===== src/logic/dec_pkg.sv =====
// Shared decode definitions: instruction field types, opcode codes,
// register number constants, the decode bundle struct and an opcode class helper
package dec_pkg;

	// ========================================================================
	// Widths and field types
	// ========================================================================

	// Width of the immediate field and of a data value
	localparam int IMM_W   = 23;
	localparam int VALUE_W = 64;

	// Raw 48-bit instruction word as it leaves fetch
	typedef logic [47:0] instr_t;

	// Opcode lives in the low seven bits of every format
	typedef logic [6:0] opcode_t;

	// Architectural register number, wide enough for GPRs and mask registers
	typedef logic [7:0] aregno_t;

	// 64-bit data value, the immediate is widened to this
	typedef logic [VALUE_W-1:0] value_t;

	// Register field as encoded in the instruction (six bits)
	typedef logic [5:0] regfld_t;

	// Two-bit mask register selector
	typedef logic [1:0] maskfld_t;

	// Immediate-shift amount, zero extended when used
	typedef logic [5:0] shamt_t;

	// Raw immediate field taken from the top of the word
	typedef logic [IMM_W-1:0] immfld_t;

	// ========================================================================
	// Opcodes and register numbers
	// ========================================================================

	// Any code not listed here decodes the same as OP_NOP
	localparam opcode_t OP_NOP   = 7'd0;
	localparam opcode_t OP_R2    = 7'd2;
	localparam opcode_t OP_ADDI  = 7'd4;
	localparam opcode_t OP_SUBFI = 7'd5;
	localparam opcode_t OP_MULI  = 7'd6;
	localparam opcode_t OP_ANDI  = 7'd8;
	localparam opcode_t OP_ORI   = 7'd9;
	localparam opcode_t OP_EORI  = 7'd10;
	localparam opcode_t OP_CMPI  = 7'd11;
	localparam opcode_t OP_SHIFT = 7'd16;
	localparam opcode_t OP_LOAD  = 7'd64;
	localparam opcode_t OP_STORE = 7'd80;

	// Register 0 stands in for every unused operand slot
	localparam aregno_t REG_ZERO = 8'd0;

	// Mask registers are 48..51, and 48 enables all lanes
	localparam aregno_t REG_MASK_BASE = 8'd48;

	// Decode bundle handed on to rename, one per accepted instruction
	typedef struct packed {
		logic    valid;
		opcode_t opcode;
		aregno_t rt;
		aregno_t ra;
		aregno_t rb;
		aregno_t rc;
		aregno_t rm;
		logic    has_imm;
		value_t  imm;
	} decode_bus_t;

	// True for the arithmetic and logic opcodes that carry a 23-bit immediate
	function automatic logic imm_alu_op(input opcode_t op);
		case (op)
		OP_ADDI, OP_SUBFI, OP_ANDI, OP_ORI, OP_EORI, OP_CMPI, OP_MULI:
			imm_alu_op = 1'b1;
		default:
			imm_alu_op = 1'b0;
		endcase
	endfunction

endpackage


===== src/logic/decode_rm.sv =====
// Mask register decoder for the Rm operand
`timescale 1ns/10ps

module decode_rm
	import dec_pkg::*;
(
	input  instr_t  instr,
	output aregno_t rm
);

	opcode_t  op;
	maskfld_t mask_imm;
	maskfld_t mask_reg;

	// Immediate forms have no Rb, so bits 23:22 are free to hold the mask
	assign op       = instr[6:0];
	assign mask_imm = instr[23:22];
	// Register forms keep the mask up above the Rc field
	assign mask_reg = instr[40:39];

	always_comb
	begin
		// Default mask 48 turns on every lane
		rm = REG_MASK_BASE;
		if (imm_alu_op(op))
		begin
			rm = REG_MASK_BASE + aregno_t'(mask_imm);
		end
		else if (op == OP_R2 || op == OP_SHIFT)
		begin
			rm = REG_MASK_BASE + aregno_t'(mask_reg);
		end
		// Loads, stores and NOP-class codes keep the all-lanes mask
	end

endmodule


===== src/logic/decode_regs.sv =====
// Target and source register decoder for Rt, Ra, Rb and Rc
`timescale 1ns/10ps

module decode_regs
	import dec_pkg::*;
(
	input  instr_t  instr,
	output aregno_t rt,
	output aregno_t ra,
	output aregno_t rb,
	output aregno_t rc
);

	opcode_t op;
	regfld_t fld_rt;
	regfld_t fld_ra;
	regfld_t fld_rb;
	regfld_t fld_rc;
	logic    shift_imm;

	// ========================================================================
	// Raw fields, the same positions in every format
	// ========================================================================

	assign op     = instr[6:0];
	assign fld_rt = instr[12:7];
	assign fld_ra = instr[18:13];
	assign fld_rb = instr[24:19];
	assign fld_rc = instr[30:25];

	// Set when a shift takes its amount from the word instead of from Rb
	assign shift_imm = instr[31];

	// ========================================================================
	// Operand selection
	// ========================================================================

	// Every slot starts as register 0 so rename sees no false dependence
	// on a field that the opcode does not actually read or write
	always_comb
	begin
		rt = REG_ZERO;
		ra = REG_ZERO;
		rb = REG_ZERO;
		rc = REG_ZERO;
		if (imm_alu_op(op) || op == OP_LOAD)
		begin
			// Immediate ops and loads: one destination and one source
			rt = aregno_t'(fld_rt);
			ra = aregno_t'(fld_ra);
		end
		else if (op == OP_R2)
		begin
			// Three-source register form
			rt = aregno_t'(fld_rt);
			ra = aregno_t'(fld_ra);
			rb = aregno_t'(fld_rb);
			rc = aregno_t'(fld_rc);
		end
		else if (op == OP_SHIFT)
		begin
			rt = aregno_t'(fld_rt);
			ra = aregno_t'(fld_ra);
			// Bits 30:25 hold the shift amount when bit 31 is set
			if (!shift_imm)
				rb = aregno_t'(fld_rb);
		end
		else if (op == OP_STORE)
		begin
			// Stores write no register, Rb carries the store data
			ra = aregno_t'(fld_ra);
			rb = aregno_t'(fld_rb);
		end
	end

endmodule


===== src/logic/decode_imm.sv =====
// Immediate extractor: sign-extended 23-bit field or zero-extended shift amount
`timescale 1ns/10ps

module decode_imm
	import dec_pkg::*;
(
	input  instr_t instr,
	output logic   has_imm,
	output value_t imm
);

	opcode_t op;
	immfld_t imm_fld;
	shamt_t  shamt;
	logic    shift_imm;
	value_t  imm_sext;
	value_t  shamt_zext;

	assign op = instr[6:0];

	// The 23-bit immediate sits at the top of the word
	assign imm_fld = instr[47:25];

	// Shift amount shares bits with Rc, flagged by bit 31
	assign shamt     = instr[30:25];
	assign shift_imm = instr[31];

	// ========================================================================
	// Widening
	// ========================================================================

	// Replicate the sign bit across the upper 41 bits
	assign imm_sext = {{(VALUE_W-IMM_W){imm_fld[IMM_W-1]}}, imm_fld};

	// Shift counts are never negative
	assign shamt_zext = value_t'(shamt);

	always_comb
	begin
		has_imm = 1'b0;
		imm     = '0;
		if (imm_alu_op(op) || op == OP_LOAD || op == OP_STORE)
		begin
			// Memory ops use the immediate as an address displacement
			has_imm = 1'b1;
			imm     = imm_sext;
		end
		else if (op == OP_SHIFT && shift_imm)
		begin
			has_imm = 1'b1;
			imm     = shamt_zext;
		end
		// R2, register shifts and NOP-class codes leave imm at zero
	end

endmodule


===== src/logic/decode_stage.sv =====
// Decode stage top: three operand decoders and the registered decode bundle
`timescale 1ns/10ps

module decode_stage
	import dec_pkg::*;
(
	input  logic        clk,
	input  logic        rst_n,
	input  logic        flush,
	input  logic        valid_in,
	input  instr_t      instr,
	output decode_bus_t dec
);

	aregno_t     rm;
	aregno_t     rt;
	aregno_t     ra;
	aregno_t     rb;
	aregno_t     rc;
	logic        has_imm;
	value_t      imm;
	decode_bus_t dec_next;

	// ========================================================================
	// Combinational decoders
	// ========================================================================

	decode_rm i_decode_rm (
		.instr (instr),
		.rm    (rm)
	);

	decode_regs i_decode_regs (
		.instr (instr),
		.rt    (rt),
		.ra    (ra),
		.rb    (rb),
		.rc    (rc)
	);

	decode_imm i_decode_imm (
		.instr   (instr),
		.has_imm (has_imm),
		.imm     (imm)
	);

	// Gather everything into one bundle before the register
	always_comb
	begin
		dec_next.opcode  = instr[6:0];
		dec_next.rt      = rt;
		dec_next.ra      = ra;
		dec_next.rb      = rb;
		dec_next.rc      = rc;
		dec_next.rm      = rm;
		dec_next.has_imm = has_imm;
		dec_next.imm     = imm;
		// A flush in the same cycle kills the slot regardless of valid_in
		dec_next.valid   = valid_in & ~flush;
	end

	// ========================================================================
	// Pipeline register
	// ========================================================================

	// The stage never stalls, so the bundle is loaded on every edge;
	// data fields follow the input even when the slot is not valid
	always_ff @(posedge clk)
	begin
		if (!rst_n)
			dec <= '0;
		else
			dec <= dec_next;
	end

endmodule


===== config.mk =====
export PLATFORM = sky130hd
export DESIGN_NAME = decode_stage
export DESIGN_NICKNAME = d
export VERILOG_FILES = /design/src/logic/dec_pkg.sv /design/src/logic/decode_rm.sv /design/src/logic/decode_regs.sv /design/src/logic/decode_imm.sv /design/src/logic/decode_stage.sv
export SDC_FILE = /design/constraint.sdc
export NUM_CORES = 1
export LEC_CHECK = 0
export BUFFER_PORTS_ARGS = -buffer_cell sky130_fd_sc_hd__clkbuf_2
export CAP_MARGIN = 30
export CORE_ASPECT_RATIO = 1.75
export CORE_MARGIN = 2
export CORE_UTILIZATION = 50
export CTS_CLUSTER_DIAMETER = 120
export DETAILED_ROUTE_END_ITERATION = 8
export PLACE_DENSITY_LB_ADDON = 0.25
export SYNTH_ARGS = -nofsm -noshare
export SYNTH_HDL_FRONTEND = slang
export SYNTH_HIERARCHICAL = 1
export SYNTH_SLANG_ARGS = --single-unit

===== constraint.sdc =====
create_clock -name clk -period 2.2 [get_ports clk]
set_input_delay 0.22 -clock clk [delete_from_list [all_inputs] [get_ports clk]]
set_output_delay 0.22 -clock clk [all_outputs]
set_load 0.005 [all_outputs]

**Word-level counts from Yosys, hierarchy flattened**

Cells that the tools add are included.
Widths: inputs -> output; s select.

- Word-level logic and storage cells: 57
- Input bits: 52
- Output and inout port bits: 113
- Flip-flop bits (word level): 113

- Add/subtract/negate cells: 2
- Bitwise operators: 4
- Multiplexer cells: 18
- Equality and inequality tests: 11
- Reduce and logical (&&, ||, !) cells: 9

Operators with widths:

| cell | number |
|---|---|
| $mux 6 | 12 |
| $mux 64 | 1 |
| $eq 7x4->1 const B | 4 |
| $eq 7x3->1 const B | 3 |
| $mux 8 | 2 |
| $add 6x2->7 const A | 2 |
| $eq 7x7->1 const B | 2 |
| $eq 7x2->1 const B | 1 |
| $eq 7x5->1 const B | 1 |
| $reduce_or 7->1 | 1 |
| $reduce_or 3->1 | 2 |
| $reduce_or 4->1 | 1 |
| $logic_or 1x1->1 | 3 |
| $mux 1 | 3 |
| $not 1->1 | 3 |
| $reduce_or 2->1 | 1 |
| $and 1x1->1 | 1 |
| $logic_and 1x1->1 | 1 |

**Longest topological paths before layout**

- Depth in word-level cells: 6
- Gate-level depth with buffers: 7
- Gate-level depth less buffers: 5

**Cells and area by module**

The synthesis kept the hierarchy.

By module, submodules not included:

| module | times used | area each (um^2) | cells each | sequential area each (um^2) |
|---|---|---|---|---|
| decode_stage | 1 | 3081.7 | 238 | 2262.2 |
| decode_imm | 1 | 601.8 | 77 | 0.0 |
| decode_regs | 1 | 459.2 | 73 | 0.0 |
| decode_rm | 1 | 142.6 | 20 | 0.0 |

**Least setup slack after synthesis**

No wires, ideal clock.

- Path kind: in2reg
- From: in instr[1]
- To: reg dec[23] (netlist bit)
- Arrival: 1.794 ns
- Required time: 2.141 ns
- Cell stages on the path: 7
- Path slack: 0.347 ns
- Buffers on the path: 2
- Setup time: 0.059 ns
- Path through: nor4_2 > nor2b_1 > buf_6 > nor4_4 > and2_2 > buf_4 > and2_1

RTL lines:

| item | line | source |
|---|---|---|
| start: declaration | decode_stage.sv:11 | `input instr_t instr,` |
| end signal: assignment | decode_stage.sv:73 | `dec <= dec_next;` |
| end: declaration | decode_stage.sv:12 | `output decode_bus_t dec` |

**Final worst setup path**

- From: in instr[0]
- To: reg dec[52] (netlist bit)

- Cells in the longest elaborated chain, start to end: 6
- Elaborated cells between the ends (all ways): 14
- Classes of those cells: 9 x eq/ne; 2 x mux; 3 x reduce/logical

Ends and longest elaborated chain:

| item | line | source |
|---|---|---|
| $eq 7x3->1 / $eq 7x4->1 (equally long branches) | dec_pkg.sv:76 | `case (op)` |
| $reduce_or 7->1 | dec_pkg.sv:76 |  |
| $mux 1 | dec_pkg.sv:76 |  |
| $logic_or 1x1->1 | decode_imm.sv:42 | `if (imm_alu_op(op) \|\| op == OP_LOAD \|\| op == OP_STORE)` |
| $logic_or 1x1->1 (*) | decode_imm.sv:42 |  |
| $mux 64 (*) | decode_imm.sv:42 |  |

Mark *: on every way between the ends. The rest lies on a longest branch, timed or not.
A chain may end at the register's enable or synchronous reset.

==> impl_metrics.ini <==
[sta]
tns_ns = 0
setup_viol = 0
finalMaxSlewViolations = 0
slew_headroom = 0.573
fmax_mhz = 666
timing.final.crit_share = 0.682
tightest_slew_ns = 0.639
hold_violations = 0
fin_crit_ns = 1.50
rsz0062_at_grt = false

[cells_and_area]
largestRegisters = dec: 113 flops
nFillCells = 686
insertedDiodeCount = 0
syn2layout_area_growth_pct = 25.1
regArea_um2 = 2260
final_util = 0.645
largest_reg_flops = 113
top_register = dec
multiInputGateArea_um2 = 1430
drive_gt1_frac = 0.410
fin_nets = 580

[route]
ant_nets = 0
wl_per_cell_um = 12.0
viasPerCell = 4.35
vias = 2856
route.detailed.drc = 0
drt-pass1-iter-count = 4
drt_iter0_drc = 98
routed_wirelength_um = 7880

[setup_path]
crit_path_cell_trace = clkbuf_2 > nor4_2 > nor2b_1 > nor4_4 > and2_2 > and2_1
worst-path-max-fanout = 42
critPathBufInv = 1
critical_path.max_stage_delay_ns = 0.52
arrival_ns = 1.84
crit_slowest_cell = and2_2
required_ns = 2.53
crit_path_end_kind = register
cp-start-kind = input port
crit_family = simple AND/OR/NAND/NOR gates
path_class = input port to register

[worst_hold_path]
hp-class = input port to register

[pwr]
power.density_nw_per_um2 = 970
total_power_mw = 5.20
peakVddDrop_v = 0.000580
p_leak_nw = 2.62

[clock_network]
clock_path_buffers = 2
cts_resized = 0
root_buffer = clkbuf_16
cts_buffers = 17
clk_pin_slew_worst_paths_ns = 0.05
ctsHtreeMaxLevel = 4
post_cts_buffers = 0
clkSinkCount = 113
cts_tree = yes
hold_buffers = 0

[synth]
ys_ff_latch = 113
synth-edff-count = 0
ys_warn_count = 6
async_reset_ff_frac = 0
yosysSeqAreaShare = 0.528
yosysUniqueCellTypes = 41
synth_area_leaders = dfxtp_1, and2_1, buf_4
synth_area_um2 = 4290
synthFlopType = dfxtp_1
synth.top_cell.area_share = 0.528
syn_inst = 408
synthDominantAreaCellType = dfxtp_1
syn_avg_cell_area_um2 = 10.5

[die]
rows = 44
dieHeight_um = 126
io_pins = 165
core_um2 = 8310
dieWidth_um = 74.0
dieArea_um2 = 9360
start_util = 0.516

[global_route]
grt-ovfl-total = 0
antenna_found_initial = 0
grt_max_degree = 78
grt_pass1_wl_um = 12600
grt_usage = 0.179
grt_pass1_vias = 2802

[status]
status = finished, final reports clean

[run]
drv_cap = 0

[place]
port_buffers = 164
dp_hpwl_um = 5670
gp_congestion = 0.754
-- per-stage QoR --
stage / instances / area [um2] / hold WS [ns] / setup WS [ns]
2_1_floorplan: 419 / 4330 / 0.342 / 0.347
3_3_place_gp: 624 / 4740 / 0.487 / 0.365
3_5_place_dp: 624 / 4740 / 0.485 / 0.281
4_1_cts: 656 / 5360 / 0.0576 / 0.687
5_1_grt: 656 / 5360 / 0.0738 / 0.556
6_report: 656 / 5360 / 0.0815 / 0.699
-- where the power goes --
| group | total (mW) | leakage [nW] | internal, mW | switching [mW] |
|---|---|---|---|---|
| Sequential | 2.12 | 0.919 | 2.10 | 0.0135 |
| Clock | 2.82 | 0.308 | 1.95 | 0.875 |
| Combinational | 0.266 | 1.40 | 0.130 | 0.135 |
| Total | 5.20 | 2.62 | 4.18 | 1.02 |
-- placed cells by master (no fill, tap or decap), types with 3 or more instances in the layout --
cell type  netlist  routed
dfxtp_1        113     113
a221oi_1         6       6
nor2_1           3       3
clkbuf_2         0     164
clkbuf_1         5       3
a31oi_1          6       6
and2_2          15      15
bufinv_16        0       4
clkbuf_16        0      17
nor2b_1          4       4
nor3b_1         12      12
nand2_1          3       3
and2_1         120     120
inv_1           14      14
clkinv_2         0       4
conb_1           3      14
-- worst paths after layout --
check	cells past startpoint	endpoint	startpoint	slack [ns]
hold / removal	2	dec[112]	valid_in	0.08
setup / recovery	6	dec[52]	instr[0]	0.70
-- Yosys cell counts, types with 2 or more instances --
library cell    n
o2bb2ai_1       2
buf_4          55
dfxtp_1       113
and2_1        120
a31oi_1         6
and2b_2         2
nor2_1          3
conb_1          3
buf_2           6
nand3b_1        2
and2_2         15
or3_1           2
buf_6          11
inv_1          14
nor2b_1         4
nor4b_1         2
nor3b_1        12
clkbuf_1        5
nand2_1         3
a221oi_1        6
xor2_1          2
-- area by class of cell --
type	count	area share
Sequential cell	113	0.422
Multi-Input combinational cell	215	0.266
Timing Repair Buffer	167	0.160
Clock buffer	22	0.0866
Clock inverter	10	0.0294
Tap cell	115	0.0268
Inverter	14	0.00980
-- routing by layer --
metal	wire, um	global-route usage	part of all wire	vias up
li1	-	-	-	1455
met3	645	0.0810	0.082	16
met5	0	0	0	-
met4	170	0.0941	0.022	0
met1	3010	0.179	0.38	1264
met2	4060	0.301	0.51	121
-- cell families (layout without fill, tap and decap cells) --
| kind of cell | after synthesis | in the layout | share of synthesized area |
|---|---|---|---|
| AO/OA/AOI/OAI | 21 | 21 | 0.0391 |
| XOR/XNOR | 2 | 2 | 0.00409 |
| buffers and inverters | 91 | 213 | 0.149 |
| flip-flops | 113 | 113 | 0.528 |
| other | 3 | 14 | 0.00263 |
| AND/OR/NAND/NOR | 178 | 178 | 0.277 |
Power figures use the tool's default switching activity.
